--- config.mk ---
export PLATFORM = sky130hd
export DESIGN_NAME = resp_steer
export DESIGN_NICKNAME = d
export VERILOG_FILES = /design/src/core_mem_pkg.sv /design/src/resp_steer.sv
export VERILOG_INCLUDE_DIRS = /design/src
export SDC_FILE = /design/constraint.sdc
export NUM_CORES = 1
export LEC_CHECK = 0
export BUFFER_PORTS_ARGS = -buffer_cell sky130_fd_sc_hd__buf_2
export CORE_AREA = 4 4 103 105
export CTS_BUF_LIST = sky130_fd_sc_hd__clkbuf_8
export DETAILED_ROUTE_END_ITERATION = 16
export DIE_AREA = 0 0 107 109
export HOLD_SLACK_MARGIN = 0.12
export PLACE_DENSITY = 0.49
export SLEW_MARGIN = 20
export SYNTH_ARGS = -nofsm -noshare
export SYNTH_HDL_FRONTEND = slang
export SYNTH_SLANG_ARGS = --single-unit
--- constraint.sdc ---
create_clock -name clk -period 1.8 [get_ports clk]
set_input_delay 0.36 -clock clk [delete_from_list [all_inputs] [get_ports clk]]
set_output_delay 0.36 -clock clk [all_outputs]
set_load 0.05 [all_outputs]
--- src/core_mem_macros.svh ---
`ifndef CORE_MEM_MACROS_SVH
`define CORE_MEM_MACROS_SVH

// Word, address and byte lane widths
`define CM_DATA_W       32
`define CM_ADDR_W       32
`define CM_BE_W         4

// 256 words per bank, indexed by byte address bits 9:2
`define CM_WORD_ADDR_W  8

// Bank 0 holds instructions, bank 1 holds data
`define CM_NUM_BANKS    2
`define CM_INSTR_BANK   0
`define CM_DATA_BANK    1

// Address bits 31:20 of the data window
`define CM_DATA_REGION  12'h001
`define CM_EXT_CREDITS  2

`endif

--- src/core_mem_pkg.sv ---
`default_nettype none

package core_mem_pkg;

`include "core_mem_macros.svh"

  // Byte address and data word
  typedef logic [`CM_ADDR_W-1:0]      addr_t;
  typedef logic [`CM_DATA_W-1:0]      data_t;
  typedef logic [`CM_BE_W-1:0]        be_t;

  // Word index inside one bank
  typedef logic [`CM_WORD_ADDR_W-1:0] word_addr_t;

  typedef logic [$clog2(`CM_NUM_BANKS)-1:0] bank_sel_t;

  // Wide enough for the external credit pool
  typedef logic [$clog2(`CM_EXT_CREDITS+1)-1:0] credit_t;

  // Source of the load/store responses in flight
  typedef enum logic
  {
    SRC_EXT,
    SRC_RAM
  } lsu_src_t;

endpackage

`default_nettype wire

--- src/resp_steer.sv ---
`timescale 1ns/100ps
`default_nettype none

`include "core_mem_macros.svh"

module resp_steer
(
  input  wire                           clk,
  input  wire                           rst_n,
  input  wire                           lsu_issue_i,
  input  wire  core_mem_pkg::lsu_src_t  lsu_issue_src_i,
  // Bank responses
  input  wire                           bank_rvalid_i    [`CM_NUM_BANKS],
  input  wire  core_mem_pkg::data_t     bank_rdata_i     [`CM_NUM_BANKS],
  input  wire                           bank_ld_rvalid_i [`CM_NUM_BANKS],
  input  wire  core_mem_pkg::data_t     bank_ld_rdata_i  [`CM_NUM_BANKS],
  // External responses
  input  wire                           ext_rvalid_i,
  input  wire  core_mem_pkg::data_t     ext_rdata_i,
  // Pending state back to the router
  output logic                          pend_any_o,
  output core_mem_pkg::lsu_src_t        pend_src_o,
  // Requester responses
  output logic                          fetch_rvalid_o,
  output core_mem_pkg::data_t           fetch_rdata_o,
  output logic                          lsu_rvalid_o,
  output core_mem_pkg::data_t           lsu_rdata_o,
  output logic                          ld_rvalid_o,
  output core_mem_pkg::data_t           ld_rdata_o
);

  import core_mem_pkg::*;

  lsu_src_t cs;
  lsu_src_t ns;
  // Bounded by the credit pool, so the credit width is enough
  credit_t  pend_cnt_q;
  credit_t  pend_cnt_d;

  always_ff @(posedge clk or negedge rst_n)
  begin
    if (!rst_n)
    begin
      cs         <= SRC_RAM;
      pend_cnt_q <= '0;
    end
    else
    begin
      cs         <= ns;
      pend_cnt_q <= pend_cnt_d;
    end
  end

  // Next responses come from the source of the latest issue
  always_comb
  begin
    ns = cs;
    if (lsu_issue_i)
      ns = lsu_issue_src_i;
  end

  always_comb
  begin
    pend_cnt_d = pend_cnt_q;
    if (lsu_issue_i && !lsu_rvalid_o)
      pend_cnt_d = pend_cnt_q + 1'b1;
    else if (!lsu_issue_i && lsu_rvalid_o)
      pend_cnt_d = pend_cnt_q - 1'b1;
  end

  assign pend_any_o = (pend_cnt_q != '0);
  assign pend_src_o = cs;

  always_comb
  begin
    case (cs)
      SRC_EXT:
      begin
        lsu_rvalid_o = ext_rvalid_i;
        lsu_rdata_o  = ext_rdata_i;
      end
      default:
      begin
        lsu_rvalid_o = bank_rvalid_i[`CM_DATA_BANK];
        lsu_rdata_o  = bank_rdata_i[`CM_DATA_BANK];
      end
    endcase
  end

  assign fetch_rvalid_o = bank_rvalid_i[`CM_INSTR_BANK];
  assign fetch_rdata_o  = bank_rdata_i[`CM_INSTR_BANK];

  // Only one bank answers the loader in a given cycle
  always_comb
  begin
    ld_rvalid_o = 1'b0;
    ld_rdata_o  = '0;
    for (int b = 0; b < `CM_NUM_BANKS; b++)
    begin
      if (bank_ld_rvalid_i[b])
      begin
        ld_rvalid_o = 1'b1;
        ld_rdata_o  = bank_ld_rdata_i[b];
      end
    end
  end

  ext_expected_a : assert property (@(posedge clk) disable iff (!rst_n)
    ext_rvalid_i |-> (pend_cnt_q != '0) && (cs == SRC_EXT));

endmodule

`default_nettype wire

==> summary.md, run 1 <==
| Metric | Value |
|---|---|
| Post-synthesis mux area share | `37.7%` |
| Non-filler instance count after layout | `436` |
| Final Critical Period | `1890 ps` |
| Cells after Synth | `126` |
| Placed Cells | `425` |
| Via-to-Cell Ratio | `approximately 3.8` |
| Setup CP Type | `register to output pin` |
| Synth Area in Compound Gates | `20.9%` |
| Die width | `~110 um` |
| Slew Limit Headroom | `82.6%` |
| FF-to-FF Start | `pend_src_o` |
| Area delta synth->final | `105%` |
| CP Capture Type | `output pin` |
| Layout Nets | `474` |
| Critical R2R Capture | `pend_cnt_q[1]` |
| Hold crit path type | `input port to register` |
| RSZ-0062 raised after global routing | `yes` |
| Critical Path Max Stage Delay | `roughly 560 ps` |
| Worst Slack Setup Final | `-88.6 ps` |
| # rows | `36` |
| Place WS | `119 ps` |
| Critical Path, Cell by Cell | `buf_4, buf_8, mux2_2, buf_6` |
| Fin crit share | `105%` |
| Die H | `109 um` |
| DIE AREA | `approximately 0.012 sq mm` |
| Max-slew violation count | `0` |
| N_diodes | `0` |
| Net Count, Synth | `296` |
| Ys flop type | `dfrtp_1` |
| R2R cell count | `7` |
| Worst-Skew Late Latency | `220 ps` |
| Iter 0 DRT Violations | `76` |
| Max-Cap Viols | `0` |
| DR vias | `around 1600` |
| Fin. Hold Viols | `0` |
| Boundary pin count | `270` |
| GR Util met2 | `approximately 14%` |
| First-pass GRT wire length | `about 8.3 mm` |
| Top Usage Layer GRT | `met2` |
| Grt met1 use | `11.4%` |
| Synth Area in Adders | `less than 1%` |
| Clock transition at path regs | `30 ps` |
| Critical path data arrival time | `1530 ps` |
| IO Port Bufs | `between 200 and 250` |
| Failing checks | `negative setup slack` |
| ANT nets after route | `0` |
| Finished Cell Area | `approximately 0.0027 sq mm` |
| Setup Skew | `0.0431 ps` |
| Power Dens Cells | `635 mW/mm^2` |
| Total Wirelength | `6.46 mm` |
| Final Setup Violations | `33` |
| Largest net degree at the start of global routing | `25` |
| Worst hold margin | `between 300 and 400 ps` |
| Detailed Routing Iterations Pass 1 | `4` |
| R2r setup slk | `100 ps` |
| Global Route Usage Sum | `under 10%` |
| Top cells by area in the synthesized netlist | `mux2_4, a22o_1, buf_4` |
| Maximum VDD drop | `about 0.55 mV` |
| Total gr overflow | `0` |
| Post-synth EDFFs | `0` |
| Synth warn | `0` |
| Maximum clock insertion buffer count | `2` |
| Post-synthesis xor/xnor area fraction | `2.02%` |
| Hold EP | `pend_src_o` |
| CP Max Fanout | `7` |
| Num CTS Buffers | `3` |
| Synth Cell Area | `0.00130 sq mm` |
| # DRC | `0` |
| H-tree depth | `1` |
| GPL Wtd Cong | `0.745` |
| HP Start | `lsu_issue_src_i` |
| Core box area | `0.00964 sq mm` |
| Clk sinks | `3` |
| Synth Area in Simple Gates | `between 3 and 4%` |
| Critical path required time | `1440 ps` |
| Leading area contributor after synthesis | `mux2_4` |
| Lkg Pwr | `between 1.5 and 2 nW` |
| Outcome | `complete, but fails checks` |
| Synth top cells by count | `buf_4, a22o_1, mux2_4, mux2_2` |
| Largest family of logic cells by synthesized area | `multiplexers` |
| Hold path depth | `2` |
| Hpwl dp | `5.25 mm` |
| CP Launch Type | `register` |
| Vias in the first global route | `1615` |
| Initial Util | `13.5%` |
| F_max | `529 MHz` |
| Total power draw | `1.70 mW` |
| Asr flop ratio synth | `100%` |
| Top-count cell post-synth | `buf_4` |
| Share of layout cells above drive strength 1 | `a little under nine tenths` |
| Slowest cell on the critical path | `dfstp_2` |
| DP Area | `0.00226 sq mm` |
| Avg Inst Size Synth | `10.3 sq um` |
| Clk root buf | `clkbuf_8` |
| Slew @ Worst Pin | `around 260 ps` |
| Initial antenna violation count | `0` |
| CTS tree | `done` |
| Unique cell type count in the Yosys netlist | `19` |
| Post-synthesis register bit count | `3` |
| Met3 usage | `2.55%` |
| Seq/Total Area, Yosys | `approximately 5.9%` |
| Per-cell routed wire length | `14.8 um` |
| Top cell type's share of synthesized area | `between 30% and 40%` |
## metrics by stage
stage	setup TNS (ps)	util [%]
detailed placement	0	23.5
CTS	-1410	25.8
global placement	0	23.5
finish	-1950	27.7
global route	-3270	27.7
floorplan	-755	-
## logic make-up (layout without fill, tap and decap cells)
family | after synthesis | in the layout
AO/OA/AOI/OAI | 32 | 32
XOR/XNOR | 3 | 3
adder cells (fa/ha/maj) | 1 | 1
buffers and inverters | 45 | 222
flip-flops | 3 | 3
multiplexers | 34 | 34
AND/OR/NAND/NOR | 8 | 8
## sequential cells by signal, summed over array words and instances (netlist names)
register    count
pend_src_o      1
pend_cnt_q      2
## how the worst max path moves through the flow
stage                        startpoint         endpoint  cells after the start
global placement             pend_src_o   lsu_rdata_o[2]                      3
floorplan           bank_ld_rvalid_i[0]   ld_rdata_o[25]                      3
CTS                          pend_src_o   lsu_rdata_o[0]                      3
detailed placement           pend_src_o  lsu_rdata_o[31]                      3
global route                 pend_src_o   lsu_rdata_o[0]                      4
finish                       pend_src_o   lsu_rdata_o[0]                      4
## final cells by class
type,count,area [sq um]
Clock inverter,1,3.75
Tap cell,133,166
Sequential cell,3,76.3
Fill cell,1075,6970
Timing Repair Buffer,217,1510
Multi-Input combinational cell,78,867
Clock buffer,3,41.3
Inverter,1,3.75
## timing repair
action / 4_1_cts / 5_1_grt
gates cloned: 0 / 3
setup endpoints to repair: 32 / 33
gates resized for setup: 55 / 25
hold buffers: 1 / 0
hold endpoints to repair: 3 / 0
setup buffers: 0 / 3
## critical path: cells and delay by family (launching register included)
| family | cells | cell delay (ps) |
|---|---|---|
| buffers and inverters | 3 | 400 |
| DFF | 1 | 560 |
| muxes | 1 | 350 |
## per-layer routing
layer / vias to the layer above / share of wire (%)
met4: 0 / 0.51
met1: 766 / 40
li1: 785 / -
met5: - / 0
met2: 80 / 52
met3: 4 / 7.0
## cells in the final DEF (no fill, tap or decap), drive strengths merged, types with 2 or more instances in the layout
master and count:
o21ai 2, a22o 30, inv 2, or2 2, dfrtp 2, buf 214, mux2 33, clkbuf 5
nand2 4, xor2 2
## power by group
| group | internal [mW] | switching [mW] | leakage (nW) | total (mW) |
|---|---|---|---|---|
| sequential | 0.0966 | 0.0219 | 0.0339 | 0.118 |
| clock | 0.145 | 0.0476 | 0.0269 | 0.193 |
| combinational | 0.592 | 0.793 | 1.44 | 1.38 |
| total | 0.834 | 0.862 | 1.50 | 1.70 |
No activity file was read; power rests on OpenSTA's default activity.
==> inputs of run 2 (changes only) <==
- RECOVER_POWER: not set -> 25
- TNS_END_PERCENT: not set -> 30
==> summary.md, run 2 (same netlist as run 1, synthesis figures left out) <==
| Metric | Value |
|---|---|
| Clk root buf | `clkbuf_8` |
| Lkg Pwr | `1.42 nW` |
| Setup CP Type | `register to output pin` |
| Critical path data arrival time | `1510 ps` |
| CP top delay family | `flip-flops` |
| Worst Slack Setup Final | `-67.9 ps` |
| RSZ-0062 raised after global routing | `yes` |
| Outcome | `complete, but fails checks` |
| Area delta synth->final | `93.1%` |
| First-pass GRT wire length | `7.99 mm` |
| Num CTS Buffers | `3` |
| Critical path required time | `1440 ps` |
| Critical path buffers and inverters | `2` |
| DR vias | `1573` |
| H-tree depth | `1` |
| Maximum clock insertion buffer count | `2` |
| Iter 0 DRT Violations | `64` |
| Core box area | `between 0.009 and 0.01 sq mm` |
| Clk sinks | `3` |
| Max-Cap Viols | `0` |
| Layout Nets | `468` |
| Share of layout cells above drive strength 1 | `84.5%` |
| CTS tree | `done` |
| DIE AREA | `~0.012 sq mm` |
| Initial Util | `13.5%` |
| Die H | `between 100 and 150 um` |
| Maximum VDD drop | `0.486 mV` |
| Initial antenna violation count | `0` |
| Total gr overflow | `0` |
| F_max | `535 MHz` |
| Clock transition at path regs | `30 ps` |
| Setup Skew | `1.66 ps` |
| Max reg flops | `2` |
| Total power draw | `1.61 mW` |
| Slowest cell on the critical path | `dfstp_2` |
| Hpwl dp | `~5.2 mm` |
| CP Capture Type | `output pin` |
| Global Route Usage Sum | `under 10%` |
| Detailed Routing Iterations Pass 1 | `4` |
| CP Launch Type | `register` |
| Via-to-Cell Ratio | `3.65` |
| Most common cell after layout, fill and taps aside | `buf_2` |
| GPL Wtd Cong | `0.745` |
| IO Port Bufs | `around 200` |
| Final Setup Violations | `24` |
| Vias in the first global route | `1563` |
| ANT nets after route | `0` |
| Per-cell routed wire length | `13.9 um` |
| Fin crit share | `104%` |
| # DRC | `0` |
| Die width | `107 um` |
| Most frequent cells in the layout | `buf_2, buf_6, a22o_1` |
| Setup TNS | `-966 ps` |
| Largest Register | `pend_cnt_q` |
| Power Dens Cells | `between 600 and 700 mW/mm^2` |
| Worst-Skew Late Latency | `210 ps` |
| Slew @ Worst Pin | `263 ps` |
| Final Critical Period | `1870 ps` |
| Critical Path Max Stage Delay | `~570 ps` |
| Slew Limit Headroom | `82.6%` |
| Failing checks | `negative setup slack` |
| # rows | `36` |
| CP Max Fanout | `23` |
| Critical Path, Cell by Cell | `buf_12, mux2_2, buf_6` |
| Hold crit path type | `input port to register` |
| Fin. Hold Viols | `0` |
| Total Wirelength | `around 6.0 mm` |
| Max-slew violation count | `0` |
| Boundary pin count | `270` |
| Largest net degree at the start of global routing | `25` |
==> run 2: what timing repair did <==
action                                  4_1_cts  5_1_grt
endpoints found under the setup margin       33       33
hold buffers                                  1        0
setup buffers                                 0        0
hold endpoints to repair                      3        0
gates resized for setup                      52       15
gates cloned                                  0        0
==> run 2: final cells by class <==
class | count | area, sq um
well taps | 133 | 166
flip-flops and latches | 3 | 76.3
inverters | 1 | 3.75
diodes | 1 | 2.50
multi-input cells | 78 | 847
repair buffers | 211 | 1370
clock buffers | 3 | 41.3
fillers | 1071 | 7120
clock inverters | 1 | 3.75
==> run 2: path summary, 6_finish.rpt <==
check                           startpoint             end  slack [ps]  cells after the start
min reg2reg                  pend_cnt_q[1]   pend_cnt_q[1]         460                      1
min in group asynchronous            rst_n   pend_cnt_q[0]         480                      2
max                             pend_src_o  lsu_rdata_o[2]         -70                      3
max reg2reg                     pend_src_o   pend_cnt_q[1]         150                      6
max in group asynchronous            rst_n      pend_src_o        1090                      2
min                        lsu_issue_src_i      pend_src_o         380                      2
==> run 2: worst register-to-register path, stage by stage, from the launching register on <==
cell,delay (ps)
dfstp_2,570
buf_4,160
mux2i_2,250
ha_1,200
xor2_1,150
nor2_1,60
xor2_1,140
==> run 2: metrics by stage <==
step	instances	utilization [%]	area (sq um)	hold WS [ps]	worst slack, ps
after floorplan	126	-	1300	64.4	-339
after global placement	425	23.5	2260	162	129
after detailed placement	425	23.5	2260	159	118
after CTS	430	25.7	2480	382	-86.6
after global routing	430	26.1	2510	390	-110
final	431	26.1	2510	383	-67.9
==> run 2: report_power, final <==
group / internal [mW] / total [mW] / switching [mW] / leakage, nW
registers: 0.0966 / 0.119 / 0.0225 / 0.0339
clock network: 0.145 / 0.189 / 0.0436 / 0.0269
logic: 0.530 / 1.30 / 0.770 / 1.36
==> run 2: routing by layer <==
layer	vias up	routed length, um	global-route usage (%)
met1	731	2530	11.2
met4	0	17	1.64
met3	2	366	2.25
met5	-	0	0
li1	772	-	-
met2	68	3090	13.7
==> inputs of run 3 (changes only) <==
- clock period: 1.8 -> 2 ns (I/O delays scaled with it)
==> summary.md, run 3 (same netlist as run 1, synthesis figures left out) <==
| Metric | Value |
|---|---|
| # rows | `36` |
| Fillers | `roughly 1100` |
| Clock transition at path regs | `30 ps` |
| R2r setup slk | `~270 ps` |
| First-pass GRT wire length | `8.05 mm` |
| Gate power share | `79.3%` |
| Via-to-Cell Ratio | `3.66` |
| Per-cell routed wire length | `14.2 um` |
| Largest net degree at the start of global routing | `36` |
| ANT nets after route | `0` |
| Largest Register | `pend_cnt_q` |
| Hold path depth | `2` |
| Final core occ | `24.0%` |
| Resized Gates After CTS | `0` |
| Worst hold margin | `between 400 and 500 ps` |
| Core box area | `a little under 0.01 sq mm` |
| Post-CTS Setup Inserts | `0` |
| Num CTS Buffers | `3` |
| Seq pwr share | `8.0%` |
| Total gr overflow | `0` |
| Die H | `between 100 and 150 um` |
| CP Capture Type | `output pin` |
| DP Area | `about 0.0022 sq mm` |
| Max-Cap Viols | `0` |
| Initial Util | `between 10% and 20%` |
| Slew @ Worst Pin | `around 260 ps` |
| Hpwl dp | `5.26 mm` |
| CP Launch Type | `register` |
| Critical path data arrival time | `1540 ps` |
| HP Start | `lsu_issue_src_i` |
| Max-slew violation count | `0` |
| Clk sinks | `3` |
| NetSw | `739 uW` |
| Worst Slack Setup Final | `56.6 ps` |
| Die width | `roughly 110 um` |
| Most frequent cells in the layout | `buf_2, a22o_1, mux2_4` |
| Placed Cells | `423` |
| Critical R2R Capture | `pend_cnt_q[1]` |
| Max reg flops | `2` |
| CP Max Fanout | `18` |
| Int Pwr | `between 600 and 700 uW` |
| Register area | `76.3 sq um` |
| Setup Skew | `0.275 ps` |
| Initial antenna violation count | `0` |
| Layout Nets | `467` |
| Total Wirelength | `6.09 mm` |
| Vias in the first global route | `1556` |
| H-tree depth | `1` |
| CTS tree | `done` |
| Non-filler instance count after layout | `429` |
| Iter 0 DRT Violations | `66` |
| GPL Wtd Cong | `0.748` |
| Boundary pin count | `270` |
| Finished Cell Area | `between 0.002 and 0.0025 sq mm` |
| Total power draw | `between 1 and 1.5 mW` |
| Maximum VDD drop | `approximately 0.48 mV` |
| Share of layout cells above drive strength 1 | `84.5%` |
| RSZ-0062 raised after global routing | `no` |
| Place WS | `about 230 ps` |
| Setup CP Type | `register to output pin` |
| Hold crit path type | `input port to register` |
| Setup TNS | `0 ps` |
| Fin crit share | `just under 100%` |
| Critical path required time | `between 1500 and 2000 ps` |
| Power Dens Cells | `585 mW/mm^2` |
| Outcome | `complete, no violations` |
| DR vias | `approximately 1600` |
| Clock power frac | `12.7%` |
| Slew Limit Headroom | `82.7%` |
| Maximum clock insertion buffer count | `2` |
| IO Port Bufs | `~200` |
| Hold EP | `pend_src_o` |
| N_diodes | `0` |
| Switch share | `a little over half` |
| # DRC | `0` |
| Global Route Usage Sum | `8.46%` |
| Multi-input logic area | `847 sq um` |
| F_max | `~500 MHz` |
| Most common cell after layout, fill and taps aside | `buf_2` |
| Worst-Skew Late Latency | `210 ps` |
| DIE AREA | `0.0117 sq mm` |
| Final Setup Violations | `0` |
| Area delta synth->final | `77.6%` |
| Lkg Pwr | `1.35 nW` |
| Clk root buf | `clkbuf_8` |
| FF-to-FF Start | `pend_src_o` |
| Fin. Hold Viols | `0` |
| R2R cell count | `6` |
| Detailed Routing Iterations Pass 1 | `4` |
| Final Critical Period | `about 1900 ps` |
run 3: power by group through the flow:
stage	Combinational [mW]	Clock (mW)	Sequential, mW
detailed placement	1.07	0	0.108
finish	1.07	0.171	0.109
global route	1.13	0.183	0.113
global placement	1.06	0	0.107
CTS	1.07	0.177	0.108
floorplan	0.961	0	0.110
run 3: worst max-delay path by stage:
stage                              startpoint         endpoint  slack, ps  depth (start not counted)
after floorplan           bank_ld_rvalid_i[0]   ld_rdata_o[25]       -220                          3
after global placement             pend_src_o  lsu_rdata_o[31]        260                          3
after detailed placement           pend_src_o   lsu_rdata_o[1]        230                          3
after CTS                          pend_src_o   lsu_rdata_o[1]          1                          3
after global routing               pend_src_o   lsu_rdata_o[1]        0.9                          3
final                              pend_src_o   lsu_rdata_o[1]         60                          3
run 3: repair_timing:
action,4_1_cts,5_1_grt
hold buffers,1,0
setup endpoints to repair,0,6
hold endpoints to repair,2,0
run 3: cell type report:
class	count	share of cell area (%)
multi-input combinational	78	36.6
inverter	1	0.162
timing repair buffer	210	50.8
tap	133	7.19
clock buffer	3	1.78
clock inverter	1	0.162
sequential	3	3.30
run 3: routing by layer:
metal | share of wire (%) | global-route usage, % | vias up
li1 | - | - | 769
met1 | 43 | 11.3 | 736
met2 | 51 | 13.5 | 64
met3 | 6.6 | 2.61 | 2
met4 | 0.13 | 1.64 | 0
met5 | 0 | 0 | -
run 3: worst max-delay path: stages, from the launching register on:
cell     delay (ps)
dfstp_2         570
buf_12          190
mux2_2          350
buf_2           210
