File: src/core_mem_macros.svh
`ifndef CORE_MEM_MACROS_SVH
`define CORE_MEM_MACROS_SVH

// Word, address and byte lane widths
`define CM_DATA_W       32
`define CM_ADDR_W       32
`define CM_BE_W         4

// 256 words per bank, indexed by byte address bits 9:2
`define CM_WORD_ADDR_W  8

// Bank 0 holds instructions, bank 1 holds data
`define CM_NUM_BANKS    2
`define CM_INSTR_BANK   0
`define CM_DATA_BANK    1

// Address bits 31:20 of the data window
`define CM_DATA_REGION  12'h001
`define CM_EXT_CREDITS  2

`endif

File: src/core_mem_pkg.sv
`default_nettype none

package core_mem_pkg;

`include "core_mem_macros.svh"

  // Byte address and data word
  typedef logic [`CM_ADDR_W-1:0]      addr_t;
  typedef logic [`CM_DATA_W-1:0]      data_t;
  typedef logic [`CM_BE_W-1:0]        be_t;

  // Word index inside one bank
  typedef logic [`CM_WORD_ADDR_W-1:0] word_addr_t;

  typedef logic [$clog2(`CM_NUM_BANKS)-1:0] bank_sel_t;

  // Wide enough for the external credit pool
  typedef logic [$clog2(`CM_EXT_CREDITS+1)-1:0] credit_t;

  // Source of the load/store responses in flight
  typedef enum logic
  {
    SRC_EXT,
    SRC_RAM
  } lsu_src_t;

endpackage

`default_nettype wire

File: src/req_router.sv
`timescale 1ns/100ps
`default_nettype none

`include "core_mem_macros.svh"

module req_router
(
  input  wire                             clk,
  input  wire                             rst_n,
  // Fetch and load/store requests
  input  wire                             fetch_req_i,
  input  wire  core_mem_pkg::addr_t       fetch_addr_i,
  input  wire                             lsu_req_i,
  input  wire  core_mem_pkg::addr_t       lsu_addr_i,
  input  wire                             lsu_we_i,
  input  wire  core_mem_pkg::be_t         lsu_be_i,
  input  wire  core_mem_pkg::data_t       lsu_wdata_i,
  // Loader requests
  input  wire                             ld_req_i,
  input  wire  core_mem_pkg::bank_sel_t   ld_bank_i,
  input  wire  core_mem_pkg::word_addr_t  ld_addr_i,
  input  wire                             ld_we_i,
  input  wire  core_mem_pkg::be_t         ld_be_i,
  input  wire  core_mem_pkg::data_t       ld_wdata_i,
  // Bank side
  input  wire                             bank_gnt_i    [`CM_NUM_BANKS],
  output logic                            bank_req_o    [`CM_NUM_BANKS],
  output core_mem_pkg::word_addr_t        bank_addr_o   [`CM_NUM_BANKS],
  output logic                            bank_we_o     [`CM_NUM_BANKS],
  output core_mem_pkg::be_t               bank_be_o     [`CM_NUM_BANKS],
  output core_mem_pkg::data_t             bank_wdata_o  [`CM_NUM_BANKS],
  output logic                            bank_ld_req_o [`CM_NUM_BANKS],
  output core_mem_pkg::word_addr_t        ld_addr_o,
  output logic                            ld_we_o,
  output core_mem_pkg::be_t               ld_be_o,
  output core_mem_pkg::data_t             ld_wdata_o,
  // Grants and issue report
  output logic                            fetch_gnt_o,
  output logic                            lsu_gnt_o,
  output logic                            lsu_issue_o,
  output core_mem_pkg::lsu_src_t          lsu_issue_src_o,
  input  wire                             pend_any_i,
  input  wire  core_mem_pkg::lsu_src_t    pend_src_i,
  // External request port
  output logic                            ext_req_o,
  output core_mem_pkg::addr_t             ext_addr_o,
  output logic                            ext_we_o,
  output core_mem_pkg::be_t               ext_be_o,
  output core_mem_pkg::data_t             ext_wdata_o,
  input  wire                             ext_credit_i
);

  import core_mem_pkg::*;

  logic    in_window;
  logic    ram_blocked;
  logic    ext_blocked;
  logic    ext_gnt;
  credit_t credit_q;
  credit_t credit_d;

  assign in_window   = (lsu_addr_i[`CM_ADDR_W-1:20] == `CM_DATA_REGION);
  // Responses of the other source must drain before switching
  assign ram_blocked = pend_any_i && (pend_src_i == SRC_EXT);
  assign ext_blocked = pend_any_i && (pend_src_i == SRC_RAM);
  assign ext_gnt     = lsu_req_i && !in_window && !ext_blocked && (credit_q != '0);

  always_comb
  begin
    for (int b = 0; b < `CM_NUM_BANKS; b++)
    begin
      bank_ld_req_o[b] = ld_req_i && (ld_bank_i == bank_sel_t'(b));
    end

    // Fetch is a full-word read of the instruction bank
    bank_req_o[`CM_INSTR_BANK]   = fetch_req_i;
    bank_addr_o[`CM_INSTR_BANK]  = fetch_addr_i[`CM_WORD_ADDR_W+1:2];
    bank_we_o[`CM_INSTR_BANK]    = 1'b0;
    bank_be_o[`CM_INSTR_BANK]    = '1;
    bank_wdata_o[`CM_INSTR_BANK] = '0;

    bank_req_o[`CM_DATA_BANK]    = lsu_req_i && in_window && !ram_blocked;
    bank_addr_o[`CM_DATA_BANK]   = lsu_addr_i[`CM_WORD_ADDR_W+1:2];
    bank_we_o[`CM_DATA_BANK]     = lsu_we_i;
    bank_be_o[`CM_DATA_BANK]     = lsu_be_i;
    bank_wdata_o[`CM_DATA_BANK]  = lsu_wdata_i;
  end

  // Loader fields are common to all banks
  assign ld_addr_o  = ld_addr_i;
  assign ld_we_o    = ld_we_i;
  assign ld_be_o    = ld_be_i;
  assign ld_wdata_o = ld_wdata_i;

  assign fetch_gnt_o     = bank_gnt_i[`CM_INSTR_BANK];
  assign lsu_gnt_o       = in_window ? bank_gnt_i[`CM_DATA_BANK] : ext_gnt;
  assign lsu_issue_o     = lsu_gnt_o;
  assign lsu_issue_src_o = in_window ? SRC_RAM : SRC_EXT;

  always_comb
  begin
    credit_d = credit_q;
    if (ext_gnt && !ext_credit_i)
      credit_d = credit_q - 1'b1;
    else if (!ext_gnt && ext_credit_i)
      credit_d = credit_q + 1'b1;
  end

  always_ff @(posedge clk or negedge rst_n)
  begin
    if (!rst_n)
    begin
      credit_q  <= credit_t'(`CM_EXT_CREDITS);
      ext_req_o <= 1'b0;
    end
    else
    begin
      credit_q  <= credit_d;
      ext_req_o <= ext_gnt;
    end
  end

  // External payload launched with the request pulse
  always_ff @(posedge clk)
  begin
    if (ext_gnt)
    begin
      ext_addr_o  <= lsu_addr_i;
      ext_we_o    <= lsu_we_i;
      ext_be_o    <= lsu_be_i;
      ext_wdata_o <= lsu_wdata_i;
    end
  end

  // The outside returns no more credits than were issued
  credit_bound_a : assert property (@(posedge clk) disable iff (!rst_n)
    credit_q <= credit_t'(`CM_EXT_CREDITS));

endmodule

`default_nettype wire

File: config.mk
export PLATFORM = sky130hd
export DESIGN_NAME = req_router
export DESIGN_NICKNAME = d
export VERILOG_FILES = /design/src/core_mem_pkg.sv /design/src/req_router.sv
export VERILOG_INCLUDE_DIRS = /design/src
export SDC_FILE = /design/constraint.sdc
export NUM_CORES = 1
export LEC_CHECK = 0
export ABC_AREA = 1
export BUFFER_PORTS_ARGS = -buffer_cell sky130_fd_sc_hd__buf_2
export CAP_MARGIN = 20
export CELL_PAD_IN_SITES_DETAIL_PLACEMENT = 0
export CELL_PAD_IN_SITES_GLOBAL_PLACEMENT = 1
export CORE_AREA = 2 2 142 144
export DETAILED_ROUTE_END_ITERATION = 10
export DIE_AREA = 0 0 144 146
export PLACE_DENSITY = 0.6
export RECOVER_POWER = 50
export REMOVE_ABC_BUFFERS = 1
export SLEW_MARGIN = 20
export SYNTH_ARGS = -nofsm -noshare
export SYNTH_HDL_FRONTEND = slang
export SYNTH_SLANG_ARGS = --single-unit
export TNS_END_PERCENT = 100
File: constraint.sdc
create_clock -name clk -period 9.35 [get_ports clk]
set_input_delay 0 -clock clk [delete_from_list [all_inputs] [get_ports clk]]
set_output_delay 0 -clock clk [all_outputs]
set_load 0.005 [all_outputs]
==> results of run 1 <==
worst max path at each step:
stage                                 start                      end  slack, ps  cells past startpoint
floorplan           credit_q[1]$_DFFE_PN1P_  credit_q[1]$_DFFE_PN1P_       6320                      8
global placement    credit_q[1]$_DFFE_PN1P_  credit_q[1]$_DFFE_PN1P_       6940                      9
detailed placement  credit_q[1]$_DFFE_PN1P_  credit_q[1]$_DFFE_PN1P_       6910                      9
CTS                 credit_q[1]$_DFFE_PN1P_  credit_q[1]$_DFFE_PN1P_       6900                      9
global route        credit_q[1]$_DFFE_PN1P_  credit_q[1]$_DFFE_PN1P_       6780                      9
finish              credit_q[1]$_DFFE_PN1P_  credit_q[1]$_DFFE_PN1P_       7040                      9
cell type report:
cell class                      instances  area [µm²]  share of cell area
Clock buffer                            9       225.2             0.04748
Clock inverter                          7       95.09             0.02005
Antenna cell                            5       12.51            0.002638
Inverter                                7       26.28            0.005539
Multi-Input combinational cell         63       276.5             0.05830
Sequential cell                        72        2148              0.4529
Tap cell                              265       331.6             0.06990
Timing Repair Buffer                  270        1628              0.3432
layout by cell type (no fill, tap or decap), types with 2 or more instances in the layout:
cell / instances
sky130_fd_sc_hd__conb_1: 37
sky130_fd_sc_hd__diode_2: 5
sky130_fd_sc_hd__nand2_2: 2
sky130_fd_sc_hd__clkbuf_16: 9
sky130_fd_sc_hd__o21ai_0: 2
sky130_fd_sc_hd__bufinv_16: 2
sky130_fd_sc_hd__a21oi_1: 2
sky130_fd_sc_hd__xnor2_1: 2
sky130_fd_sc_hd__clkinv_4: 2
sky130_fd_sc_hd__dfrtp_1: 2
sky130_fd_sc_hd__edfxtp_1: 69
sky130_fd_sc_hd__nor2_2: 2
sky130_fd_sc_hd__dlygate4sd3_1: 71
sky130_fd_sc_hd__or2_1: 2
sky130_fd_sc_hd__clkbuf_1: 64
sky130_fd_sc_hd__nor2_1: 6
sky130_fd_sc_hd__clkbuf_2: 4
sky130_fd_sc_hd__buf_2: 129
sky130_fd_sc_hd__inv_1: 6
sky130_fd_sc_hd__nand2_1: 6
cell families (layout without fill, tap and decap cells):
kind of cell / after synthesis / in the layout / share of synthesized area
AO/OA/AOI/OAI: 4 / 4 / 0.005966
AND/OR/NAND/NOR: 19 / 19 / 0.02610
XOR/XNOR: 2 / 2 / 0.005221
buffers and inverters: 145 / 293 / 0.3166
adder cells (fa/ha/maj): 1 / 1 / 0.003728
flip-flops: 72 / 72 / 0.6402
other: 2 / 42 / 0.002238
power groups by stage:
| stage | Sequential (mW) | Combinational (mW) | Clock (mW) |
|---|---|---|---|
| 2_1_floorplan | 0.452 | 0.0386 | 0 |
| 5_1_grt | 0.444 | 0.174 | 0.393 |
| 4_1_cts | 0.438 | 0.163 | 0.385 |
| 3_5_place_dp | 0.444 | 0.139 | 0 |
| 6_report | 0.438 | 0.157 | 0.368 |
| 3_3_place_gp | 0.443 | 0.136 | 0 |
state kept, by name, summed over array words and instances (netlist names):
signal and cells:
credit_q 2, ext_addr_o 32, ext_be_o 4, ext_req_o 1, ext_wdata_o 32, ext_we_o 1
worst reg2reg max path, delay by kind of cell, from the launching register on:
family | cells | cell delay (ps)
xor+xnor | 1 | 130
buf+inv | 2 | 680
fa+ha+maj | 1 | 400
flops | 1 | 540
compound gates | 3 | 340
simple gates | 2 | 160
per-layer routing:
metal	up-vias	wire length (µm)	part of all wire	track usage
li1	998	-	-	-
met1	1016	4614	0.36	0.1112
met2	274	4807	0.38	0.1462
met3	21	2983	0.24	0.1254
met4	10	120	0.0095	0.02941
met5	-	147	0.012	0.05502
what timing repair did:
item / CTS / global route
gates resized for setup: 0 / 0
endpoints found under the hold margin: 72 / 0
hold buffers: 71 / 0
endpoints found under the setup margin: 0 / 0
==> results.yml, run 1 <==
logic_synthesis:
  post-synth-top-area-fraction: 0.6174
  synthesis.instances: 245
  synthFlopType: "sky130_fd_sc_hd__edfxtp_1"
  synth_area_leaders: "sky130_fd_sc_hd__edfxtp_1, sky130_fd_sc_hd__buf_4, sky130_fd_sc_hd__dfrtp_1"
  seq_area_frac_synth: 0.6402
  synth_cell_types: 16
  cell_area_after_synthesis_mm2: 0.003356
  synth-seq-cells: 72
  synth-async-reset-ratio: 0.04167
  syn_area_per_cell_um2: 13.70
  synth-edff-count: 69
  synthesis.yosys.warnings: 0
  netlist_top_cells_count: "sky130_fd_sc_hd__buf_4, sky130_fd_sc_hd__edfxtp_1, sky130_fd_sc_hd__inv_1, sky130_fd_sc_hd__nand2_1, sky130_fd_sc_hd__nor2_1"
  post-synth-top-area-cell: "sky130_fd_sc_hd__edfxtp_1"
  yosys.cell_count.top_type: "sky130_fd_sc_hd__buf_4"
floorplanning:
  ioPinCount: 370
  starting_density: 0.1736
  floorplan.die.width_um: 144
  floorplan.die_area_mm2: 0.02102
  placeableCoreArea_mm2: 0.01933
  fp.dieH_um: 146
  core.rowCount: 51
worst_setup_path:
  worst_r2r_endpoint: "credit_q[1]$_DFFE_PN1P_"
  cpMostUsedCell: "sky130_fd_sc_hd__a21oi_1"
  cp-end-kind: "register"
  rr_worst_depth: 9
  reg2reg_setup_slack_ps: 7040
  timing.rr.start: "credit_q[1]$_DFFE_PN1P_"
  setup.worst_path.start_class: "register"
  critical_path_buf_inv_count: 2
  critical_path_slowest_stage_cell: "sky130_fd_sc_hd__buf_4"
  arrival_ps: 2580
  crit_family: "buffers and inverters"
  worst_ep_required_time_ps: 9610
  timing.critical_path.fanout_max: 71
  setup.worst_path.class: "reg2reg"
  crit_path_cell_trace: "o21ai_0 -> a21oi_1 -> nand2_2 -> inv_2 -> buf_4 -> ha_1 -> a21oi_1 -> nand2_1 -> xnor2_1"
  cpPeakStageDelay_ps: 640
route:
  routed-via-count: 2319
  postRouteWirelength_mm: 12.67
  drt_iter0_drc: 90
  viasPerCell: 3.322
  remaining_drc_errors: 0
  dr.pass1.iters: 4
  wl_per_cell_um: 18.16
  antenna_violating_nets_post_route: 0
power:
  peakVddDrop_v: 0.00008827
  switching_share: 0.2426
  share_comb_of_total_power: 0.163
  fin_total_pwr_mw: 0.9629
  power_leakage_nw: 1.971
  p_per_area_mw_per_mm2: 203.0
  p_int_mw: 0.7292
  power.clock.fraction: 0.383
  power_switching_mw: 0.2336
  power_frac_seq: 0.455
clocking:
  clock_path_buffers: 2
  clock_insertion_delay_worst_skew_ps: 330
  cts.htree.levels: 3
  cts_inserted_buffers: 9
  cts.clk_slew.worst_paths_ps: 60
  cts_tree: "yes"
  post_cts_setup_buffers: 0
  cts.sinks: 72
  clockRootBuffer: "sky130_fd_sc_hd__clkbuf_16"
outcome:
  outcome: "complete, no violations"
sta:
  hold-worst-slack_ps: 0.006519
  sum_of_negative_setup_slack_ps: 0
  final.setup_skew_ps: 5.034
  period_minus_slack_ps: 2314
  final_min_period_over_clock_period: 0.2475
  finalWorstSetupSlack_ps: 7036
  final-max-slew-violation-count: 0
  worst_pin_slew_ps: 962.3
  final_hold_fails: 0
  fmaxAchievable_mhz: 432.1
  grt_setup_unrepaired: "false"
  slew_headroom: 0.3585
  timing.final.setup_violations: 0
worst_hold_path:
  timing.hold.worst_endpoint: "ld_we_o"
  worst_hold_startpoint: "ld_we_i"
  worstHoldPathType: "in2out"
  hold_path_depth: 0
global_route:
  grtUsageTotal: 0.1112
  number_of_global_route_vias_before_repair: 2199
  antenna_found_initial: 9
  grt_remaining_overflow: 0
  global_route_wire_length_before_repair_mm: 15.87
  grt_start_max_net_pins: 72
placed_design:
  detailedPlacementHpwl_mm: 10.15
  dpl_worst_slack_ps: 6912
  gpl.final_weighted_congestion: 0.6639
  placed_cells: 606
  place_area_mm2: 0.003781
  place.port_buffers: 198
cells_and_area:
  fillers: 2071
  area.growth.synth_to_final_pct: 41.35
  post_route_cells_drive_above_1_share: 0.3621
  num-nets-final: 581
  stdcell_area_mm2: 0.004743
  final_util: 0.2453
  post_layout_nonfiller_instances: 698
flow_run:
  drv_cap: 0
Power figures use the tool's default switching activity.
==> run 2: changes to the inputs <==
ABC_AREA = 0   (was 1)
CORE_AREA = 2 2 145 147   (was 2 2 142 144)
DIE_AREA = 0 0 147 149   (was 0 0 144 146)
PLACE_DENSITY = 0.58   (was 0.6)
clock period = 2.23 ns   (was 9.35 ns; I/O delays follow)
==> results.yml, run 2 <==
cells_and_area:
  reg.largest.list: "ext_addr_o: 32 flops, ext_wdata_o: 32 flops, ext_be_o: 4 flops"
  layout_commonest_cell: "sky130_fd_sc_hd__buf_2"
  layout.cells.most_common_list: "sky130_fd_sc_hd__buf_2, sky130_fd_sc_hd__clkbuf_1, sky130_fd_sc_hd__dlygate4sd3_1, sky130_fd_sc_hd__edfxtp_1, sky130_fd_sc_hd__conb_1"
  post_route_cells_drive_above_1_share: 0.3606
  area.growth.synth_to_final_pct: 40.10
  antenna_fix_cells: 0
  num-nets-final: 569
  post_layout_nonfiller_instances: 691
route:
  postRouteWirelength_mm: 13.01
  antenna_violating_nets_post_route: 0
  dr.pass1.iters: 4
  wl_per_cell_um: 18.83
  drt_iter0_drc: 49
  remaining_drc_errors: 0
  viasPerCell: 3.216
  routed-via-count: 2222
global_route:
  groute.layer.met1.usage: 0.1130
  most_used_routing_layer_in_global_routing: "met2"
  global_route_wire_length_before_repair_mm: 16.29
  grtUsageMet2: 0.1465
  grtUsageTotal: 0.1120
  grt_start_max_net_pins: 45
  antenna_found_initial: 0
  global_route.usage.met3: 0.1128
  number_of_global_route_vias_before_repair: 2115
  grt_remaining_overflow: 0
clocking:
  number_of_buffers_inserted_by_hold_repair_at_cts: 71
  cts.sinks: 72
  clock_path_buffers: 2
  cts_inserted_buffers: 9
  cts_tree: "yes"
  clock_insertion_delay_worst_skew_ps: 330
  cts.clk_slew.worst_paths_ps: 60
  cts_repair_resize_count: 0
  clockRootBuffer: "sky130_fd_sc_hd__clkbuf_16"
  post_cts_setup_buffers: 0
  cts.htree.levels: 3
logic_synthesis:
  syn_area_per_cell_um2: 14.47
  yosys.cell_count.top_type: "sky130_fd_sc_hd__buf_4"
  netlist_top_cells_count: "sky130_fd_sc_hd__buf_4, sky130_fd_sc_hd__edfxtp_1, sky130_fd_sc_hd__inv_1"
  post-synth-top-area-fraction: 0.6172
  synthesis.yosys.warnings: 0
  synthesis.instances: 232
  synth_cell_types: 19
  synth-compound-area-share: 0.004473
  synth-adder-area-share: 0.003727
  synthSimpleGateAreaFrac: 0.02534
  post_synthesis_share_of_cell_area_spent_on_xor_and_xnor_gates: 0.007827
  seq_area_frac_synth: 0.6400
  post-synth-top-area-cell: "sky130_fd_sc_hd__edfxtp_1"
  synth-seq-cells: 72
  cell_area_after_synthesis_mm2: 0.003357
  synth-edff-count: 69
  synth-async-reset-ratio: 0.04167
  synth_area_leaders: "sky130_fd_sc_hd__edfxtp_1, sky130_fd_sc_hd__buf_4, sky130_fd_sc_hd__dfrtp_1"
  synth_top_family_by_area: "buffers and inverters"
  synth_mux_area_frac: 0.004473
  synthFlopType: "sky130_fd_sc_hd__edfxtp_1"
power:
  power_frac_seq: 0.483
  fin_total_pwr_mw: 3.794
  p_int_mw: 2.839
  power.clock.fraction: 0.337
  share_comb_of_total_power: 0.180
  power_switching_mw: 0.9550
  switching_share: 0.2517
  power_leakage_nw: 1.907
  p_per_area_mw_per_mm2: 806.7
  peakVddDrop_v: 0.0003009
placed_design:
  place.port_buffers: 198
  gpl.final_weighted_congestion: 0.7369
  placed_cells: 604
  detailedPlacementHpwl_mm: 10.66
worst_setup_path:
  worstSetupStartpoint: "lsu_addr_i[23]"
  timing.critical_path.fanout_max: 4
  setup.worst_path.class: "in2reg"
  timing.rr.start: "credit_q[1]$_DFFE_PN1P_"
  setup.worst_path.start_class: "input pin"
  cpPeakStageDelay_ps: 550
  crit_path_cell_trace: "dlygate4sd3_1 -> clkbuf_1 -> nor4_2 -> nand3_2 -> and2_4 -> ha_1 -> nor2_1 -> xor2_1"
  worst_ep_required_time_ps: 2490
  critical_path_slowest_stage_cell: "sky130_fd_sc_hd__dlygate4sd3_1"
  arrival_ps: 2040
  reg2reg_setup_slack_ps: 580
  worst_r2r_endpoint: "ext_wdata_o[15]$_DFFE_PP_"
  rr_worst_depth: 4
  cp-end-kind: "register"
worst_hold_path:
  worstHoldPathType: "in2out"
  timing.hold.worst_endpoint: "ld_wdata_o[21]"
  hold_path_depth: 0
  worst_hold_startpoint: "ld_wdata_i[21]"
floorplanning:
  floorplan.die_area_mm2: 0.02190
  starting_density: 0.1633
  core.rowCount: 53
  ioPinCount: 370
  placeableCoreArea_mm2: 0.02056
  fp.dieH_um: 149
  floorplan.die.width_um: 147
sta:
  final_hold_fails: 0
  grt_setup_unrepaired: "false"
  timing.final.setup_violations: 0
  final_min_period_over_clock_period: 0.7991
  fmaxAchievable_mhz: 561.2
  period_minus_slack_ps: 1782
  final-max-slew-violation-count: 0
  final.setup_skew_ps: 7.641
flow_run:
  drv_cap: 0
outcome:
  outcome: "complete, no violations"
run 2: metal layers:
metal,vias to the layer above,share of wire
met3,12,0.20
met5,-,0.012
met1,1004,0.36
met2,236,0.41
li1,966,-
met4,4,0.023
run 2: power groups by stage:
stage	logic (mW)	clock network [mW]	registers, mW
after detailed placement	0.611	0	1.86
final	0.683	1.28	1.83
after floorplan	0.160	0	1.90
after global placement	0.605	0	1.86
after global routing	0.750	1.39	1.85
after CTS	0.714	1.34	1.84
run 2: cell type report:
class,instances,area (µm²)
clock inverter,6,35.03
inverter,3,11.26
fill,2257,15850
multi-input combinational,54,295.3
clock buffer,10,229.0
timing repair buffer,271,1640
sequential,72,2148
tap,275,344.1
run 2: how the worst max path moves through the flow:
stage and end:
2_1_floorplan credit_q[1]$_DFFE_PN1P_, 3_3_place_gp ext_wdata_o[1]$_DFFE_PP_, 3_5_place_dp ext_wdata_o[1]$_DFFE_PP_, 4_1_cts credit_q[1]$_DFFE_PN1P_, 5_1_grt credit_q[1]$_DFFE_PN1P_, 6_report credit_q[1]$_DFFE_PN1P_
run 2: logic make-up (layout without fill, tap and decap cells):
logic type                 count (synthesis)  count (layout)
xor gates and xnor gates                   3               3
AOI/OAI and AO/OA                          3               3
adders and majority gates                  1               1
other                                      2              37
buffers and inverters                    141             290
DFF                                       72              72
and+or+nand+nor                            9               9
muxes                                      1               1
run 2: stage by stage:
step | setup slack (ps) | setup TNS, ps | area (µm²) | hold WS, ps | utilization
4_1_cts | 405.8 | 0 | 4792 | 0.03458 | 0.2331
6_report | 448.0 | 0 | 4703 | 0.009720 | 0.2288
2_1_floorplan | -1035 | -44530 | 2452 | -295.6 | -
3_5_place_dp | 561.9 | 0 | 3817 | -200.5 | 0.1857
5_1_grt | 272.8 | 0 | 4703 | 0.02535 | 0.2288
3_3_place_gp | 575.1 | 0 | 3817 | -201.7 | 0.1857
run 2: critical path, delay by kind of cell:
| kind | cells | cell delay (ps) |
|---|---|---|
| simple gates | 4 | 890 |
| buf+inv | 2 | 670 |
| fa+ha+maj | 1 | 300 |
| xor+xnor | 1 | 180 |
==> run 3: changes to the inputs <==
ABC_AREA = 1   (was 0)
CORE_AREA = 2 2 142 144   (was 2 2 145 147)
DIE_AREA = 0 0 144 146   (was 0 0 147 149)
PLACE_DENSITY = 0.63   (was 0.58)
clock period = 1.45 ns   (was 2.23 ns; I/O delays follow)
==> results.yml, run 3 (synthesized netlist as in run 1, its figures left out) <==
outcome:
  outcome: "finished, violations left"
  failing_checks: "setup timing"
sta:
  period_minus_slack_ps: 1462
  final.setup_skew_ps: 6.736
  grt_setup_unrepaired: "true"
  hold-worst-slack_ps: 0.03902
  final_min_period_over_clock_period: 1.008
  sum_of_negative_setup_slack_ps: -69.02
  finalWorstSetupSlack_ps: -11.86
  final-max-slew-violation-count: 0
  fmaxAchievable_mhz: 684.1
  final_hold_fails: 0
  timing.final.setup_violations: 20
route:
  dr.pass1.iters: 4
  viasPerCell: 3.306
  antenna_violating_nets_post_route: 0
  postRouteWirelength_mm: 12.07
  remaining_drc_errors: 0
  wl_per_cell_um: 17.01
  drt_iter0_drc: 71
  routed-via-count: 2347
power:
  power_frac_seq: 0.433
  p_per_area_mw_per_mm2: 1309
  power.clock.fraction: 0.369
  power_leakage_nw: 2.096
  peakVddDrop_v: 0.0004432
  switching_share: 0.2454
  share_comb_of_total_power: 0.198
  p_int_mw: 4.882
  power_switching_mw: 1.588
worst_setup_path:
  cpPeakStageDelay_ps: 540
  arrival_ps: 1720
  worst_ep_required_time_ps: 1710
  worstSetupEndpoint: "credit_q[1]$_DFFE_PN1P_"
  timing.rr.start: "credit_q[1]$_DFFE_PN1P_"
  worstSetupStartpoint: "credit_q[1]$_DFFE_PN1P_"
  timing.critical_path.fanout_max: 4
  cpMostUsedCell: "sky130_fd_sc_hd__a21oi_2"
  setup.worst_path.class: "reg2reg"
  worst_r2r_endpoint: "credit_q[1]$_DFFE_PN1P_"
  setup.worst_path.start_class: "register"
  reg2reg_setup_slack_ps: -10
  critical_path_slowest_stage_cell: "sky130_fd_sc_hd__dfstp_2"
  cp.depth: 8
  crit_family: "flip-flops"
  cp-end-kind: "register"
  critical_path_buf_inv_count: 1
  crit_path_cell_trace: "o21ai_2 -> a21oi_2 -> nand2_2 -> clkinv_4 -> ha_4 -> a21oi_2 -> nand2_1 -> xnor2_1"
  rr_worst_depth: 8
cells_and_area:
  num-nets-final: 591
  reg.largest.list: "ext_addr_o: 32 flops, ext_wdata_o: 32 flops, ext_be_o: 4 flops"
  post_route_cells_drive_above_1_share: 0.4406
  area.growth.synth_to_final_pct: 47.24
  post_layout_nonfiller_instances: 710
  layout.cells.most_common_list: "sky130_fd_sc_hd__buf_2, sky130_fd_sc_hd__dlygate4sd3_1, sky130_fd_sc_hd__edfxtp_1, sky130_fd_sc_hd__clkbuf_1, sky130_fd_sc_hd__conb_1"
  layout_commonest_cell: "sky130_fd_sc_hd__buf_2"
clocking:
  cts.sinks: 72
  clockRootBuffer: "sky130_fd_sc_hd__clkbuf_16"
  cts.htree.levels: 3
  clock_path_buffers: 2
  cts_tree: "yes"
  clock_insertion_delay_worst_skew_ps: 340
  cts.clk_slew.worst_paths_ps: 60
  cts_inserted_buffers: 9
placed_design:
  gpl.final_weighted_congestion: 0.6665
  dpl_worst_slack_ps: -169.7
  placed_cells: 613
  detailedPlacementHpwl_mm: 9.409
  place.port_buffers: 198
floorplanning:
  placeableCoreArea_mm2: 0.01933
  floorplan.die.width_um: 144
  core.rowCount: 51
  fp.dieH_um: 146
  starting_density: 0.1736
  ioPinCount: 370
  floorplan.die_area_mm2: 0.02102
global_route:
  global_route_wire_length_before_repair_mm: 15.43
  grtUsageTotal: 0.1053
  antenna_found_initial: 10
  grt_start_max_net_pins: 37
  number_of_global_route_vias_before_repair: 2330
  grt_remaining_overflow: 0
worst_hold_path:
  worstHoldPathType: "in2out"
flow_run:
  drv_cap: 0
[run 3: power by group through the flow]
stage          registers [mW]  logic, mW  clock network [mW]
2_1_floorplan            2.91      0.249                   0
3_3_place_gp             2.83       1.00                   0
3_5_place_dp             2.84       1.03                   0
4_1_cts                  2.80       1.22                2.49
5_1_grt                  2.84       1.40                2.57
6_report                 2.80       1.28                2.38
[run 3: final cells by class]
type                            instances  area, µm²
Fill cell                            2048      14390
Sequential cell                        72       2148
Timing Repair Buffer                  280       1785
Tap cell                              265      331.6
Multi-Input combinational cell         63      307.8
Clock buffer                           10      229.0
Clock inverter                          6      90.09
Inverter                                7      31.28
Antenna cell                            7      17.52
[run 3: metal layers]
layer  part of all wire  global-route usage  vias up
met5             0.0064             0.01914        -
met4             0.0096             0.02794        6
met3               0.21              0.1069       18
met2               0.36              0.1331      263
met1               0.41              0.1201     1030
li1                   -                   -     1030
[run 3: per-stage QoR]
step / power (mW) / util / area (µm²)
finish: 6.470 / 0.2555 / 4941
global route: 6.808 / 0.2550 / 4931
CTS: 6.511 / 0.2539 / 4910
detailed placement: 3.870 / 0.1996 / 3859
global placement: 3.832 / 0.1996 / 3859
floorplan: 3.164 / - / 2451
[run 3: timing repair]
action | 4_1_cts | 5_1_grt
resized for setup | 5 | 7
pin swaps | 4 | 4
hold endpoints to repair | 72 | 0
buffers inserted | 1 | 1
setup endpoints to repair | 73 | 73
cloned | 0 | 2
hold buffers | 71 | 0
[run 3: how the worst min path moves through the flow]
| stage | from | endpoint | slack [ps] | depth (start not counted) |
|---|---|---|---|---|
| 2_1_floorplan | rst_n | credit_q[0]$_DFFE_PN0P_ | -300 | 0 |
| 3_3_place_gp | rst_n | credit_q[0]$_DFFE_PN0P_ | -200 | 1 |
| 3_5_place_dp | rst_n | ext_req_o$_DFF_PN0_ | -200 | 1 |
| 4_1_cts | ld_wdata_i[2] | ld_wdata_o[2] | 0.05 | 0 |
| 5_1_grt | ld_we_i | ld_we_o | 0.02 | 0 |
| 6_report | ld_be_i[3] | ld_be_o[3] | 0.04 | 0 |
